$ cat config.mk
export PLATFORM = sky130hd
export DESIGN_NAME = lc3b_core
export DESIGN_NICKNAME = d
export VERILOG_FILES = /design/src/lc3b_pkg.sv /design/src/lc3b_core.sv /design/src/lc3b_decode_stage.sv /design/src/lc3b_execute_stage.sv /design/src/lc3b_regfile.sv
export VERILOG_INCLUDE_DIRS = /design/src /design/src/src
export SDC_FILE = /design/constraint.sdc
export NUM_CORES = 1
export LEC_CHECK = 0
export BUFFER_PORTS_ARGS = -buffer_cell sky130_fd_sc_hd__buf_2
export CAP_MARGIN = 10
export CORE_MARGIN = 2
export CORE_UTILIZATION = 52
export DETAILED_ROUTE_END_ITERATION = 16
export HOLD_SLACK_MARGIN = 0.03
export MAX_ROUTING_LAYER = met4
export PLACE_DENSITY = 0.66
export SETUP_SLACK_MARGIN = 0.4
export SLEW_MARGIN = 20
export SYNTH_ARGS = -nofsm -noshare
export SYNTH_HDL_FRONTEND = slang
export SYNTH_HIERARCHICAL = 1
export SYNTH_SLANG_ARGS = --single-unit
$ cat constraint.sdc
create_clock -name clk -period 5.82 [get_ports clk]
set_clock_uncertainty 0.05 [all_clocks]
set_input_delay 0.873 -clock clk [delete_from_list [all_inputs] [get_ports clk]]
set_output_delay 0.873 -clock clk [all_outputs]
set_load 0.01 [all_outputs]
$ cat src/lc3b_cfg.svh
`ifndef LC3B_CFG_SVH
`define LC3B_CFG_SVH

// data word width
`define LC3B_WORD_W 16

// register index width
`define LC3B_REG_W 3

// architectural registers
`define LC3B_REG_COUNT 8

`endif

$ cat src/lc3b_pkg.sv
`include "lc3b_cfg.svh"

package lc3b_pkg;

	typedef logic [`LC3B_WORD_W-1:0] lc3b_word;
	typedef logic [`LC3B_REG_W-1:0] lc3b_reg;

	// negative, zero, positive
	typedef logic [2:0] lc3b_nzp;

	typedef enum logic [3:0] {
		op_br   = 4'b0000,
		op_add  = 4'b0001,
		op_ldb  = 4'b0010,
		op_stb  = 4'b0011,
		op_jsr  = 4'b0100,
		op_and  = 4'b0101,
		op_ldr  = 4'b0110,
		op_str  = 4'b0111,
		op_rti  = 4'b1000,
		op_not  = 4'b1001,
		op_ldi  = 4'b1010,
		op_sti  = 4'b1011,
		op_jmp  = 4'b1100,
		op_shf  = 4'b1101,
		op_lea  = 4'b1110,
		op_trap = 4'b1111
	} lc3b_opcode;

	typedef enum logic [2:0] {
		alu_add   = 3'd0,
		alu_and   = 3'd1,
		alu_not   = 3'd2,
		alu_lshf  = 3'd3,
		alu_rshfl = 3'd4,
		alu_rshfa = 3'd5
	} lc3b_alu_op;

	typedef struct packed {
		lc3b_opcode opcode;
		lc3b_reg dr;
		lc3b_reg sr1;
		logic imm_mode;
		logic [1:0] zero;
		lc3b_reg sr2;
	} lc3b_instr_reg_t;

	typedef struct packed {
		lc3b_opcode opcode;
		lc3b_reg dr;
		lc3b_reg sr1;
		logic imm_mode;
		logic [4:0] imm5;
	} lc3b_instr_imm_t;

	// bit 5 arithmetic, bit 4 right
	typedef struct packed {
		lc3b_opcode opcode;
		lc3b_reg dr;
		lc3b_reg sr1;
		logic arith;
		logic right;
		logic [3:0] imm4;
	} lc3b_instr_shf_t;

	typedef union packed {
		lc3b_instr_reg_t reg_form;
		lc3b_instr_imm_t imm_form;
		lc3b_instr_shf_t shf_form;
	} lc3b_instr_u;

endpackage

$ cat src/lc3b_core.sv
`timescale 1ns/1ps

module lc3b_core (
	input logic clk,
	input logic rst_n,
	input logic instr_valid,
	input lc3b_pkg::lc3b_instr_u instr,
	output logic wb_valid,
	output lc3b_pkg::lc3b_reg wb_dest,
	output lc3b_pkg::lc3b_word wb_data,
	output lc3b_pkg::lc3b_nzp cc
);
	import lc3b_pkg::*;

	lc3b_reg rf_addr_a;
	lc3b_reg rf_addr_b;
	lc3b_word rf_data_a;
	lc3b_word rf_data_b;

	logic ex_valid;
	lc3b_alu_op ex_op;
	lc3b_reg ex_dest;
	lc3b_reg ex_sr1;
	lc3b_reg ex_sr2;
	logic ex_use_sr2;
	lc3b_word ex_a;
	lc3b_word ex_b;

	lc3b_decode_stage u_decode (
		.clk,
		.rst_n,
		.instr_valid,
		.instr,
		.rf_addr_a,
		.rf_addr_b,
		.rf_data_a,
		.rf_data_b,
		.ex_valid,
		.ex_op,
		.ex_dest,
		.ex_sr1,
		.ex_sr2,
		.ex_use_sr2,
		.ex_a,
		.ex_b
	);

	lc3b_execute_stage u_execute (
		.clk,
		.rst_n,
		.ex_valid,
		.ex_op,
		.ex_dest,
		.ex_sr1,
		.ex_sr2,
		.ex_use_sr2,
		.ex_a,
		.ex_b,
		.wb_valid,
		.wb_dest,
		.wb_data,
		.cc
	);

	// write port fed straight from EX/WB
	lc3b_regfile u_regfile (
		.clk,
		.rst_n,
		.we(wb_valid),
		.waddr(wb_dest),
		.wdata(wb_data),
		.raddr_a(rf_addr_a),
		.raddr_b(rf_addr_b),
		.rdata_a(rf_data_a),
		.rdata_b(rf_data_b)
	);

endmodule

$ cat src/lc3b_decode_stage.sv
`timescale 1ns/1ps
`include "lc3b_cfg.svh"

module lc3b_decode_stage (
	input logic clk,
	input logic rst_n,
	input logic instr_valid,
	input lc3b_pkg::lc3b_instr_u instr,
	output lc3b_pkg::lc3b_reg rf_addr_a,
	output lc3b_pkg::lc3b_reg rf_addr_b,
	input lc3b_pkg::lc3b_word rf_data_a,
	input lc3b_pkg::lc3b_word rf_data_b,
	output logic ex_valid,
	output lc3b_pkg::lc3b_alu_op ex_op,
	output lc3b_pkg::lc3b_reg ex_dest,
	output lc3b_pkg::lc3b_reg ex_sr1,
	output lc3b_pkg::lc3b_reg ex_sr2,
	output logic ex_use_sr2,
	output lc3b_pkg::lc3b_word ex_a,
	output lc3b_pkg::lc3b_word ex_b
);
	import lc3b_pkg::*;

	logic supported;
	logic use_sr2;
	lc3b_alu_op alu_op;
	lc3b_word operand_b;
	lc3b_word imm5_sext;
	lc3b_word imm4_zext;

	// sources always sit in the same bit positions
	assign rf_addr_a = instr.reg_form.sr1;
	assign rf_addr_b = instr.reg_form.sr2;

	assign imm5_sext = {{(`LC3B_WORD_W-5){instr.imm_form.imm5[4]}}, instr.imm_form.imm5};
	assign imm4_zext = {{(`LC3B_WORD_W-4){1'b0}}, instr.shf_form.imm4};

	always_comb begin
		supported = 1'b0;
		use_sr2 = 1'b0;
		alu_op = alu_add;
		operand_b = rf_data_b;
		case (instr.reg_form.opcode)
			op_add,
			op_and: begin
				supported = 1'b1;
				if (instr.reg_form.opcode == op_add) begin
					alu_op = alu_add;
				end else begin
					alu_op = alu_and;
				end
				if (instr.imm_form.imm_mode) begin
					operand_b = imm5_sext;
				end else begin
					use_sr2 = 1'b1;
				end
			end
			op_not: begin
				supported = 1'b1;
				alu_op = alu_not;
			end
			op_shf: begin
				supported = 1'b1;
				operand_b = imm4_zext;
				if (!instr.shf_form.right) begin
					alu_op = alu_lshf;
				end else if (instr.shf_form.arith) begin
					alu_op = alu_rshfa;
				end else begin
					alu_op = alu_rshfl;
				end
			end
			default: begin
				// everything else is dropped here
				supported = 1'b0;
			end
		endcase
	end

	always_ff @(posedge clk or negedge rst_n) begin
		if (!rst_n) begin
			ex_valid <= 1'b0;
		end else begin
			ex_valid <= instr_valid && supported;
		end
	end

	// ID/EX payload
	always_ff @(posedge clk) begin
		if (instr_valid) begin
			ex_op <= alu_op;
			ex_dest <= instr.reg_form.dr;
			ex_sr1 <= instr.reg_form.sr1;
			ex_sr2 <= instr.reg_form.sr2;
			ex_use_sr2 <= use_sr2;
			ex_a <= rf_data_a;
			ex_b <= operand_b;
		end
	end

	a_instr_known: assert property (
		@(posedge clk) disable iff (!rst_n) instr_valid |-> !$isunknown(instr)
	) else $error("instruction strobed with unknown bits");

endmodule

$ cat src/lc3b_execute_stage.sv
`timescale 1ns/1ps

module lc3b_execute_stage (
	input logic clk,
	input logic rst_n,
	input logic ex_valid,
	input lc3b_pkg::lc3b_alu_op ex_op,
	input lc3b_pkg::lc3b_reg ex_dest,
	input lc3b_pkg::lc3b_reg ex_sr1,
	input lc3b_pkg::lc3b_reg ex_sr2,
	input logic ex_use_sr2,
	input lc3b_pkg::lc3b_word ex_a,
	input lc3b_pkg::lc3b_word ex_b,
	output logic wb_valid,
	output lc3b_pkg::lc3b_reg wb_dest,
	output lc3b_pkg::lc3b_word wb_data,
	output lc3b_pkg::lc3b_nzp cc
);
	import lc3b_pkg::*;

	logic fwd_a;
	logic fwd_b;
	lc3b_word op_a;
	lc3b_word op_b;
	logic [3:0] shamt;
	lc3b_word result;
	lc3b_nzp cc_next;

	// regfile read missed the instruction still in EX/WB
	assign fwd_a = wb_valid && (wb_dest == ex_sr1);
	assign fwd_b = ex_use_sr2 && wb_valid && (wb_dest == ex_sr2);

	assign op_a = fwd_a ? wb_data : ex_a;
	assign op_b = fwd_b ? wb_data : ex_b;

	assign shamt = op_b[3:0];

	always_comb begin
		case (ex_op)
			alu_add: begin
				result = op_a + op_b;
			end
			alu_and: begin
				result = op_a & op_b;
			end
			alu_not: begin
				result = ~op_a;
			end
			alu_lshf: begin
				result = op_a << shamt;
			end
			alu_rshfl: begin
				result = op_a >> shamt;
			end
			alu_rshfa: begin
				result = lc3b_word'($signed(op_a) >>> shamt);
			end
			default: begin
				result = op_a;
			end
		endcase
	end

	// gencc
	always_comb begin
		if (result[$bits(lc3b_word)-1]) begin
			cc_next = 3'b100;
		end else if (result == '0) begin
			cc_next = 3'b010;
		end else begin
			cc_next = 3'b001;
		end
	end

	always_ff @(posedge clk or negedge rst_n) begin
		if (!rst_n) begin
			wb_valid <= 1'b0;
			cc <= 3'b010;
		end else begin
			wb_valid <= ex_valid;
			if (ex_valid) begin
				cc <= cc_next;
			end
		end
	end

	// EX/WB payload
	always_ff @(posedge clk) begin
		if (ex_valid) begin
			wb_dest <= ex_dest;
			wb_data <= result;
		end
	end

	a_ex_known: assert property (
		@(posedge clk) disable iff (!rst_n)
			ex_valid |-> !$isunknown({ex_op, ex_dest, ex_sr1, ex_sr2, ex_use_sr2, ex_a, ex_b})
	) else $error("execute received an instruction with unknown fields");

endmodule

$ cat src/lc3b_regfile.sv
`timescale 1ns/1ps
`include "lc3b_cfg.svh"

module lc3b_regfile (
	input logic clk,
	input logic rst_n,
	input logic we,
	input lc3b_pkg::lc3b_reg waddr,
	input lc3b_pkg::lc3b_word wdata,
	input lc3b_pkg::lc3b_reg raddr_a,
	input lc3b_pkg::lc3b_reg raddr_b,
	output lc3b_pkg::lc3b_word rdata_a,
	output lc3b_pkg::lc3b_word rdata_b
);
	import lc3b_pkg::*;

	lc3b_word regs [`LC3B_REG_COUNT];

	always_ff @(posedge clk or negedge rst_n) begin
		if (!rst_n) begin
			for (int i = 0; i < `LC3B_REG_COUNT; i++) begin
				regs[i] <= '0;
			end
		end else if (we) begin
			regs[waddr] <= wdata;
		end
	end

	// write-through so decode sees the retiring result
	always_comb begin
		rdata_a = regs[raddr_a];
		rdata_b = regs[raddr_b];
		if (we && (waddr == raddr_a)) begin
			rdata_a = wdata;
		end
		if (we && (waddr == raddr_b)) begin
			rdata_b = wdata;
		end
	end

	a_waddr_known: assert property (
		@(posedge clk) disable iff (!rst_n) we |-> !$isunknown(waddr)
	) else $error("regfile write with unknown address");

endmodule

Word-level counts from Yosys, hierarchy flattened
Cells that the tools add are included.
{"block": "word_totals", "in_bits": 19, "ff_bits": 197, "out_inout_bits": 23, "wordCells": 81}
{"block": "classes", "mux": 24, "addsub": 1, "shifts": 3, "reduce_logical": 11, "bitwise_logic": 5, "eq_ne": 13, "n_lt_le_gt_ge": 4}
{"cell": "2-to-1 mux 16 bit", "n": 10}
{"cell": "bitwise mux 128 bit", "n": 1}
{"cell": "binary-select mux 16 bit (select 3 bit)", "n": 2}
{"cell": "case mux 16 bit (6 select lines)", "n": 1}
{"cell": "demux 16 bit (select 3 bit)", "n": 1}
{"cell": "case mux 16 bit (2 select lines)", "n": 1}
{"cell": "adder 16 bit", "n": 1}
{"cell": "AND 16 bit", "n": 1}
{"cell": "zero test 16 bit", "n": 1}
{"cell": "NOT 16 bit", "n": 1}
{"cell": "left shift 16 x 4 -> 16 bit", "n": 1}
{"cell": "right shift 16 x 4 -> 16 bit", "n": 1}
{"cell": ">>> shifter 16 x 4 -> 16 bit", "n": 1}
{"cell": "equality test 3 bit", "n": 4}
{"cell": "greater-or-equal comparator 4 bit (second input constant)", "n": 3}
{"cell": "NOT 3 -> 4 bit", "n": 3}
{"cell": "case mux 3 bit (3 select lines)", "n": 1}
{"cell": "equality test 4 bit (second input constant)", "n": 2}
{"cell": "logical AND 1 bit", "n": 7}
{"cell": "equality test 3 x 2 -> 1 bit (second input constant)", "n": 2}
{"cell": "equality test 3 bit (second input constant)", "n": 2}
{"cell": "2-to-1 mux 3 bit", "n": 2}
{"cell": "equality test 4 x 1 -> 1 bit (second input constant)", "n": 1}
{"cell": "equality test 4 x 3 -> 1 bit (second input constant)", "n": 1}
{"cell": "other kinds (7)", "n": 10}

Depth between registers and ports, before layout
Gate-level depths: netlist of the first run.
{"block": "depth", "ltp_word": 8, "mapped_depth": 20, "mapped_depth_nobuf": 17}

Hierarchy
The synthesis of the first run kept the hierarchy.
{"module": "lc3b_regfile", "area_per_inst_um2": 7508.5, "seq_area_each_um2": 3203.1, "cells_each": 452, "instances": 1}
{"module": "lc3b_execute_stage", "area_per_inst_um2": 4469.3, "seq_area_each_um2": 671.9, "cells_each": 560, "instances": 1}
{"module": "lc3b_decode_stage", "area_per_inst_um2": 1687.9, "seq_area_each_um2": 1376.3, "cells_each": 82, "instances": 1}

Worst setup path before layout of the first run
OpenSTA, ideal clock, no wires.
{"block": "synth_timing", "path_type": "register -> register", "start": "register u_execute.wb_dest[2]", "end": "register u_execute.cc[0]", "slack_ps": 1082, "t_arrival_ps": 4555, "period_less_slack_ps": 4738, "n_path_buf": 3, "setup_time_ps": 133, "stages_incl_launch_ff": 21, "required_ps": 5637, "path_cell_list": "edfxtp_1 -> xor2_1 -> nor4_4 -> buf_6 -> mux2i_4 -> inv_2 -> buf_2 -> buf_2 -> ha_1 -> fa_1 -> xnor2_1 -> o21ai_0 -> a221oi_1 -> o31ai_1 -> a41oi_1 -> o221ai_1 -> o22ai_1 -> nand4b_4 -> nor4_4 -> and4b_1 -> o31ai_1"}
{"block": "synth_via", "elab_chain_len": 8, "elab_cells_between_ends": 16, "classes_between": "add/sub: 1; eq/ne: 2; shift: 3; mux: 5; bitwise: 2; reduce/logical: 3"}
{"item": "from (decl)", "line": "lc3b_execute_stage.sv:15", "source": "output lc3b_pkg::lc3b_reg wb_dest,"}
{"item": "from (signal assigned)", "line": "lc3b_execute_stage.sv:90", "source": "wb_dest <= ex_dest;"}
{"item": "equality test 3 bit (on tied branches)", "line": "lc3b_execute_stage.sv:30, lc3b_execute_stage.sv:31"}
{"item": "logical AND 1 bit (on tied branches)", "line": "lc3b_execute_stage.sv:30, lc3b_execute_stage.sv:31"}
{"item": "2-to-1 mux 16 bit (on tied branches)", "line": "lc3b_execute_stage.sv:33, lc3b_execute_stage.sv:34"}
{"item": "adder 16 bit, or another cell as far along", "line": "lc3b_execute_stage.sv:41", "source": "result = op_a + op_b;"}
{"item": "case mux 16 bit (6 select lines) (*)", "line": "lc3b_execute_stage.sv:39", "source": "case (ex_op)"}
{"item": "zero test 16 bit", "line": "lc3b_execute_stage.sv:68", "source": "end else if (result == '0) begin"}
{"item": "2-to-1 mux 2 bit", "line": "lc3b_execute_stage.sv:68"}
{"item": "2-to-1 mux 3 bit (*)", "line": "lc3b_execute_stage.sv:66", "source": "if (result[$bits(lc3b_word)-1]) begin"}
{"item": "to (signal assigned)", "line": "lc3b_execute_stage.sv:82", "source": "cc <= cc_next;"}
{"item": "to (decl)", "line": "lc3b_execute_stage.sv:17", "source": "output lc3b_pkg::lc3b_nzp cc"}
Mark *: on every way between the ends. The rest lies on a longest branch, timed or not.
A chain may end at the register's enable or synchronous reset.

Worst setup path in the final report of the first run
{"block": "layout_timing", "start": "register u_execute.wb_dest[1]", "end": "register u_execute.cc[1]"}
The elaborated chain is that of the path after synthesis.

==> results.md, run 1 <==
* Tightest Pin Transition at 1060 ps
* Comb pwr share at 32.4%
* WHS Path Cells at 0
* Post-Syn Nets at 1,131
* H-tree depth at 4
* Clock Path Buffers at 2
* Distinct cells, synth at 84
* FF-to-FF setup slack at 700 ps
* Pwr Total at 0.00441 W
* Top cell type's share of synthesized area at 24.2%
* DRT Pass-1 Iters at 8
* Internal cell power at 0.00294 W
* Mapped Cells at 1,094
* Starting Density at 52.7%
* CTS tree: built
* Worst r2r src: u_execute/wb_dest[1]
* Io pins at 42
* Warnings from Yosys at 6
* Layout area overhead at 7.35%
* Cells on worst reg2reg path at 14
* Psw at 0.00147 W
* Core area at 25,900 um2
* Status: finished clean
* Count of final hold-check violations at 0
* Clock Tree Root: clkbuf_16
* RR Endpoint: u_execute/cc[1]
* Hold Crit Endpoint: u_execute/wb_dest[1]
* Worst min-delay path class: register to register
* Post-DP HPWL at 25,500 um
* Main synth FF type: dfrtp_1
* Clock-pin slew on the worst setup and hold paths at 80 ps
* Top cells by count, synth: mux2_2, dfrtp_1, nand2_1, edfxtp_1, mux4_1
* Setup repair after global routing missed its margin: no
* Fin nets at 1,136
* Max FO, Critical Path at 25
* Drc violations at 0
* GRT Util Overall at 28.8%
* GRT overflow at 0
* Post-synth EDFFs at 64
* Final setup violation count at 0
* Synthesized area at 13,700 um2
* Relative slew slack at 29.2%
* Setup crit start kind: register
* Hold_sp: u_decode/ex_dest[1]
* Vias in the first global route at 9,753
* Die Footprint at 27,600 um2
* Post-CTS setup buffers at 0
* Synth area leader: dfrtp_1
* Leak at 6.59 nW
* Final worst-path cycle share at 87.9%
* Avg WL per Cell at 26.5 um
* Max-slew violation count at 0
* Dominant cells by area after synthesis: dfrtp_1, mux2_2, edfxtp_1
* Layout cells sized above 1 at 33.2%
* Die Height at 166 um
* Synth Register Bits at 197
* Largest net degree at the start of global routing at 87
* Fmax at 195 MHz
* Std cell rows at 59
* TritonCTS Buffers at 17
* Net Sw Frac at 33.3%
* # clock sinks at 197
* Worst hold margin at 377 ps
* DP Cell Count at 1,414
* FFs w/ async S/R, synth at 67.5%
* Worst EP arrival at 5420 ps
* Non-Filler Instances at 1,446
* Clock power share at 26.2%
* Vias at 9,686
* CTS resizes at 0
* Fillers at 2,144
* Seq/Total Area, Yosys at 38.4%
* Crit path kind: register to register
* Skew-Pair Late Insertion Delay at 430 ps
* Max VDD drop at 0.174 mV
* PortBufs at 41
* Max Cap Viol at 0
* PD cells at 301 nW/um2
* Hold buffers post-CTS at 0
* Setup TNS at 0 ps
* Detail Route Antenna Nets at 0
* CP Capture Type: register
* First-pass GRT wire length at 59,400 um
* Placer Congestion at 1.05
* Seq pwr share at 41.4%
* WP data required at 6120 ps
* Iteration-0 DRC count of the detailed router at 1,068
* Post-DR vias/cell at 6.70
* Initial antenna violation count at 0
* Register Area at 5250 um2
* Routed WL at 38,400 um
* Most frequent cell after synthesis: mux2_2
* Final min period at 5120 ps
* Multi-input logic area at 7780 um2
* Final Core Density at 56.6%
* Diodes inserted at 0
* Die Span X at 166 um
* Post-synthesis area per instance at 12.5 um2
per-layer routing:
metal | GRT usage [%] | share of wire (%) | up-vias
met5 | - | 0 | -
met2 | 44.8 | 47 | 458
met1 | 39.7 | 43 | 4886
met3 | 3.50 | 7.0 | 86
li1 | - | - | 4256
met4 | 9.75 | 3.2 | 0
power by group through the flow:
stage / Clock [W] / Sequential [W] / Combinational (W)
after global routing: 0.00124 / 0.00186 / 0.00153
final: 0.00116 / 0.00183 / 0.00143
after global placement: 0 / 0.00183 / 0.00138
after floorplan: 0 / 0.00178 / 0.00107
after detailed placement: 0 / 0.00185 / 0.00139
after CTS: 0.00118 / 0.00182 / 0.00140
worst max-delay path by stage:
stage / start / end / cells past startpoint
after floorplan: u_execute/wb_dest[2] / u_execute/cc[0] / 20
after CTS: u_execute/wb_dest[1] / u_execute/cc[1] / 14
after global placement: u_execute/wb_dest[1] / u_execute/cc[1] / 14
final: u_execute/wb_dest[1] / u_execute/cc[1] / 14
after detailed placement: u_execute/wb_dest[1] / u_execute/cc[1] / 14
after global routing: u_execute/wb_dest[0] / u_execute/cc[1] / 19
per-stage QoR:
step                      area [um2]  worst slack (ps)
after global placement         14100               812
after detailed placement       14100               739
final                          14700               703
after floorplan                13700              1080
after global routing           14700               475
after CTS                      14700               773
cell families (layout without fill, tap and decap cells):
group,after synthesis,after routing,share of synthesized area [%]
mux,353,353,36.8
xor+xnor,26,26,1.72
flops,197,197,38.4
buf+inv,122,139,4.61
fa+ha+maj,18,18,1.70
compound gates,184,184,9.42
simple gates,194,194,7.34
cells in the final DEF (no fill, tap or decap), types with 16 or more instances in the layout:
cell type	n
nand3_1	16
buf_4	39
edfxtp_1	64
mux4_1	60
ha_1	17
nor2_1	40
mux2_4	16
a21o_1	27
inv_1	23
clkbuf_16	17
dfrtp_1	132
a21oi_1	29
xnor2_1	16
o21ai_0	29
mux2_2	206
nand2_1	79
mux2i_1	56
buf_2	40
cell type report:
cell class	instances	area share, %
inverters	27	0.733
repair buffers	81	3.57
flip-flops and latches	197	35.8
clock buffers	17	2.90
well taps	335	2.86
multi-input cells	775	53.1
clock inverters	14	1.07
worst max-delay path, stage by stage, from the launching register on:
cell	delay (ps)
edfxtp_1	610
xor2_1	270
nor4_4	480
buf_4	430
mux2i_4	350
buf_4	400
mux4_2	600
mux2_2	300
o211ai_1	160
o31a_1	190
a2bb2oi_1	310
o211ai_1	240
nor4_4	270
nand4b_1	160
o31ai_2	210
registers in the layout (all words and copies together), names as in the netlist:
register,cells
u_decode/ex_op,3
u_execute/wb_data,16
u_decode/ex_b,16
u_execute/cc,3
u_execute/wb_dest,3
u_regfile/regs,128
u_decode/ex_dest,3
u_decode/ex_use_sr2,1
u_execute/wb_valid,1
u_decode/ex_sr2,3
u_decode/ex_valid,1
u_decode/ex_a,16
u_decode/ex_sr1,3
No activity file was read; power rests on OpenSTA's default activity.
==> run 2, diff against run 1 <==
--- a/config.mk
+++ b/config.mk
@@ -9,11 +9,11 @@
 export BUFFER_PORTS_ARGS = -buffer_cell sky130_fd_sc_hd__buf_2
 export CAP_MARGIN = 10
 export CORE_MARGIN = 2
-export CORE_UTILIZATION = 52
+export CORE_UTILIZATION = 55
 export DETAILED_ROUTE_END_ITERATION = 16
 export HOLD_SLACK_MARGIN = 0.03
 export MAX_ROUTING_LAYER = met4
-export PLACE_DENSITY = 0.66
+export PLACE_DENSITY = 0.69
 export SETUP_SLACK_MARGIN = 0.4
 export SLEW_MARGIN = 20
 export SYNTH_ARGS = -nofsm -noshare
==> run 2 against run 1 <==
Against the previous run:
- total power is 1.5% higher
- routed wire length up 0.28%
- final cell count fell by 0.69%
==> results.md, run 2 (synthesized netlist as in run 1, its figures left out) <==
* Vias at 9,794
* WP data required at 6100 ps
* Final setup violation count at 0
* Skew-Pair Late Insertion Delay at 440 ps
* Fin nets at 1,136
* Layout area overhead at 7.43%
* Clock-pin slew on the worst setup and hold paths at 80 ps
* CTS resizes at 0
* Avg WL per Cell at 26.8 um
* Drc violations at 0
* Layout cells sized above 1 at 33.3%
* Setup TNS at 0 ps
* Die Height at 162 um
* Post-CTS setup buffers at 0
* Setup crit start kind: register
* Placement Setup Slack at 792 ps
* Register with the most flip-flops: u_regfile/regs
* Relative slew slack at 25.8%
* Number of flip-flops in the largest register at 128
* Commonest non-fill, non-tap cell in the layout: mux2_2
* Leak at 6.60 nW
* Count of final hold-check violations at 0
* DRT Pass-1 Iters at 5
* Io pins at 42
* Die Footprint at 26,100 um2
* CP max-delay cell: edfxtp_1
* Routed WL at 38,500 um
* Worst min-delay path class: register to register
* GRT Util Overall at 30.9%
* Non-Filler Instances at 1,436
* PortBufs at 41
* Worst-path cell chain: xor2_1 > nor4_4 > buf_4 > mux2i_4 > inv_6 > ha_1 > a21oi_1 > o21bai_1 > a21oi_1 > o22ai_1 > o22a_1 > a221oi_1 > xor2_1 > o211ai_1 > and4b_1 > o31ai_1
* H-tree depth at 4
* Setup repair after global routing missed its margin: no
* GRT overflow at 0
* Final worst-path cycle share at 89.0%
* Post-DR vias/cell at 6.82
* DP Cell Count at 1,404
* Vias in the first global route at 9,677
* Status: finished clean
* Clock Tree Root: clkbuf_16
* Max-slew violation count at 0
* CP Capture Type: register
* Post-DP HPWL at 25,100 um
* Worst EP arrival at 5460 ps
* Dpl cell area at 14,100 um2
* Max FO, Critical Path at 33
* # clock sinks at 197
* Clock Path Buffers at 2
* First-pass GRT wire length at 59,000 um
* PD cells at 305 nW/um2
* Std cell rows at 57
* CTS tree: built
* Diodes inserted at 0
* Tightest Pin Transition at 1100 ps
* Final Core Density at 60.2%
* Slowest stage delay, CP at 620 ps
* Max Cap Viol at 0
* Starting Density at 56.0%
* Hold buffers post-CTS at 0
* Largest net degree at the start of global routing at 77
* Initial antenna violation count at 0
* Max VDD drop at 0.216 mV
* TritonCTS Buffers at 17
* Fmax at 193 MHz
* Iteration-0 DRC count of the detailed router at 998
* Die Span X at 162 um
* Final min period at 5180 ps
* Core area at 24,400 um2
* Most frequent cells in the layout: mux2_2, dfrtp_1, nand2_1
* CP bufs+invs at 2
* Placer Congestion at 0.978
* CP delay by family, top: compound AO/OA/AOI/OAI gates
* Fin area at 14,700 um2
* Crit path kind: register to register
* Final WS setup at 643 ps
* Detail Route Antenna Nets at 0
## run 2: worst paths after layout
kind | to | from | cells past startpoint | slack (ps)
worst min-delay path | u_execute/wb_dest[1] | u_decode/ex_dest[1] | 0 | 380
worst max register to register | u_execute/cc[0] | u_execute/wb_dest[1] | 16 | 640
max in group asynchronous | u_regfile/regs[33] | rst_n | 2 | 4090
min in group asynchronous | u_regfile/regs[27] | rst_n | 1 | 400
worst min register to register | u_execute/wb_dest[1] | u_decode/ex_dest[1] | 0 | 380
worst max-delay path | u_execute/cc[0] | u_execute/wb_dest[1] | 16 | 640
## run 2: routing by layer
metal,wire length (um),global-route usage [%],up-vias
li1,-,-,4267
met3,2590,5.24,104
met2,18100,47.1,425
met4,1440,12.2,0
met1,16300,41.6,4998
met5,0,-,-
## run 2: cell type report
class,count,area (um2)
Clock buffer,17,425
Fill cell,2008,9710
Clock inverter,15,195
Tap cell,324,405
Multi-Input combinational cell,775,7780
Timing Repair Buffer,81,512
Inverter,27,108
Sequential cell,197,5250
## run 2: metrics by stage
stage          power (W)  hold slack, ps
2_1_floorplan    0.00285             350
3_3_place_gp     0.00322             352
5_1_grt          0.00468             387
6_report         0.00448             378
3_5_place_dp     0.00324             360
4_1_cts          0.00447             380
## run 2: worst register-to-register path, delay by kind of cell (launching register included)
kind / cells / cell delay, ps
multiplexers: 1 / 330
buffers and inverters: 2 / 550
flip-flops: 1 / 620
adder cells (fa/ha/maj): 1 / 250
AND/OR/NAND/NOR: 2 / 790
AO/OA/AOI/OAI: 8 / 2110
XOR/XNOR: 2 / 400
## run 2: power by group
group | switching (W) | internal [W] | leakage [nW]
clock | 0.000621 | 0.000599 | 0.302
combinational | 0.000741 | 0.000701 | 3.97
sequential | 0.000152 | 0.00166 | 2.33
total | 0.00151 | 0.00296 | 6.60
==> run 3, diff against run 2 <==
--- a/config.mk
+++ b/config.mk
@@ -18,5 +18,4 @@
 export SLEW_MARGIN = 20
 export SYNTH_ARGS = -nofsm -noshare
 export SYNTH_HDL_FRONTEND = slang
-export SYNTH_HIERARCHICAL = 1
 export SYNTH_SLANG_ARGS = --single-unit
==> run 3 against run 2 <==
Against the previous run:
- design area decreased by 3.3%
- non-clock buffer count decreased by 1
- critical path depth decreased by 1
- clock-buffer cell count unchanged
- maximum frequency decreased by 0.55%
- synthesized area decreased by 3.9%
- highest routed layer unchanged
- setup slack got worse by 29 ps
- register-to-register slack got worse by 30 ps
- critical path type unchanged
- flip-flop and latch count unchanged
==> results.md, run 3 <==
* Status: finished clean
* Initial antenna violation count at 0
* # clock sinks at 197
* DP Cell Count at 1,483
* FF-to-FF setup slack at 610 ps
* Top cells by count, synth: mux2_2, dfrtp_1, nand2_1, clkbuf_1, mux2i_1
* H-tree depth at 4
* Worst EP arrival at 5530 ps
* Max FO, Critical Path at 24
* Synth area leader: dfrtp_1
* Post-synth EDFFs at 64
* M2 GR Usage at 49.8%
* Avg WL per Cell at 25.5 um
* Warnings from Yosys at 0
* Main synth FF type: dfrtp_1
* Leak at 5.94 nW
* Setup TNS at 0 ps
* Most frequent cell after synthesis: mux2_2
* Tightest Pin Transition at 1060 ps
* Post-CTS setup buffers at 0
* Layout cells sized above 1 at 29.0%
* Max VDD drop at 0.208 mV
* RR Endpoint: u_execute.cc[0]
* Worst min-delay path class: register to register
* Crit path from: u_execute.wb_dest[0]
* Final min period at 5210 ps
* Clock Tree Root: clkbuf_16
* Seq/Total Area, Yosys at 40.0%
* Distinct cells, synth at 80
* CP Capture Type: register
* Diodes inserted at 0
* CTS resizes at 0
* Synthesized area at 13,100 um2
* CTS tree: built
* Vias at 10,340
* Worst r2r src: u_execute.wb_dest[0]
* Max-slew violation count at 0
* Post-DP HPWL at 25,300 um
* DRT Pass-1 Iters at 7
* Clock-pin slew on the worst setup and hold paths at 70 ps
* Crit path kind: register to register
* Placer Congestion at 1.08
* First-pass GRT wire length at 59,400 um
* Commonest non-fill, non-tap cell in the layout: mux2_2
* FFs w/ async S/R, synth at 67.5%
* Clock Path Buffers at 2
* Setup crit start kind: register
* Core area at 23,500 um2
* Final worst-path cycle share at 89.4%
* Post-Syn Nets at 1,221
* Met1 Usage GRT at 43.0%
* Dominant cells by area after synthesis: dfrtp_1, edfxtp_1, mux2_2
* Starting Density at 55.9%
* PD cells at 299 nW/um2
* Die Footprint at 25,100 um2
* Count of final hold-check violations at 0
* Iteration-0 DRC count of the detailed router at 1,196
* Post-DR vias/cell at 6.83
* Hold buffers post-CTS at 0
* Register with the most flip-flops: u_regfile.regs
* TritonCTS Buffers at 17
* Met3 Use GR at 6.42%
* Setup repair after global routing missed its margin: no
* Top cell type's share of synthesized area at 25.2%
* Post-synthesis area per instance at 11.1 um2
* Max Cap Viol at 0
* Largest net degree at the start of global routing at 81
* PortBufs at 41
* Layout area overhead at 8.20%
* Mapped Cells at 1,186
* Synth Register Bits at 197
* GRT overflow at 0
* Drc violations at 0
* Die Height at 158 um
* Cells on worst reg2reg path at 15
* Relative slew slack at 27.7%
* Final setup violation count at 0
* Die Span X at 158 um
* Fmax at 192 MHz
* Critical Path End: u_execute.cc[0]
* Fin nets at 1,218
* Routed WL at 38,600 um
* GRT Max-Usage Layer: met2
* Non-Filler Instances at 1,514
* Number of flip-flops in the largest register at 128
* Vias in the first global route at 10,104
* Io pins at 42
* Skew-Pair Late Insertion Delay at 440 ps
* Std cell rows at 56
* Detail Route Antenna Nets at 0
* Most frequent cells in the layout: mux2_2, dfrtp_1, nand2_1
* GRT Util Overall at 33.0%
* WP data required at 6150 ps
## run 3: cell count changes after synthesis, moves of 11 or more
cell	previous run	this run
nor2_1	40	65
mux4_2	11	67
mux2i_1	56	72
nand2_1	79	99
mux2_4	16	3
a21o_1	27	5
o21ai_0	29	58
buf_2	24	7
clkbuf_1	30	72
a21oi_1	29	59
mux2_2	206	145
nand3_1	16	27
mux4_1	60	0
## run 3: cells by family (layout without fill, tap and decap cells)
logic type	Yosys count	after routing	synth area share (%)
multiplexers	290	290	30.1
AND/OR/NAND/NOR	266	266	9.40
AO/OA/AOI/OAI	255	255	12.9
flip-flops	197	197	40.0
buffers and inverters	140	149	4.38
XOR/XNOR	20	20	1.39
adder cells (fa/ha/maj)	18	18	1.73
## run 3: cell type report
cell class / count / area [um2]
fillers: 1894 / 9270
multi-input cells: 849 / 7340
flip-flops and latches: 197 / 5250
repair buffers: 80 / 504
clock buffers: 17 / 425
well taps: 319 / 399
inverters: 38 / 145
clock inverters: 14 / 138
## run 3: critical path: stages (launching register included)
cell       delay, ps
edfxtp_1         590
xnor2_1          290
and4_1           430
mux2i_1          300
buf_4            320
inv_2             60
buf_4            230
nor4_1           820
nor3b_1          320
nor4_1            90
a2111oi_0        920
a2111oi_1        110
nand4b_1         150
nor2_1            90
or4b_1           200
a31o_1           150
## run 3: worst min-delay path by stage
stage	start	end	slack [ps]	depth (start not counted)
global route	u_decode.ex_dest[1]	u_execute.wb_dest[1]	410	0
CTS	u_decode.ex_dest[1]	u_execute.wb_dest[1]	380	0
global placement	u_decode.ex_dest[2]	u_execute.wb_dest[2]	350	0
detailed placement	u_decode.ex_dest[0]	u_execute.wb_dest[0]	360	0
floorplan	u_decode.ex_dest[0]	u_execute.wb_dest[0]	350	0
finish	u_decode.ex_dest[1]	u_execute.wb_dest[1]	380	0
## run 3: where the power goes
part           internal, W  switching [W]  total [W]
clock network     0.000567       0.000568    0.00113
logic             0.000590       0.000708    0.00130
registers          0.00166       0.000159    0.00182
## run 3: metal layers
metal	up-vias	routed length, um
li1	4510	-
met1	5157	15500
met2	538	17900
met3	135	3080
met4	0	2050
met5	-	0
## run 3: metrics by stage
step                      util (%)  total power, W  cell area (um2)  setup WS (ps)  hold WS, ps
after floorplan                  -         0.00272            13100            782          350
final                         60.5         0.00425            14200            614          383
after detailed placement      58.1         0.00309            13600            785          363
after global routing          60.5         0.00445            14200            414          407
after CTS                     60.5         0.00423            14200            768          383
after global placement        58.1         0.00307            13600            918          353
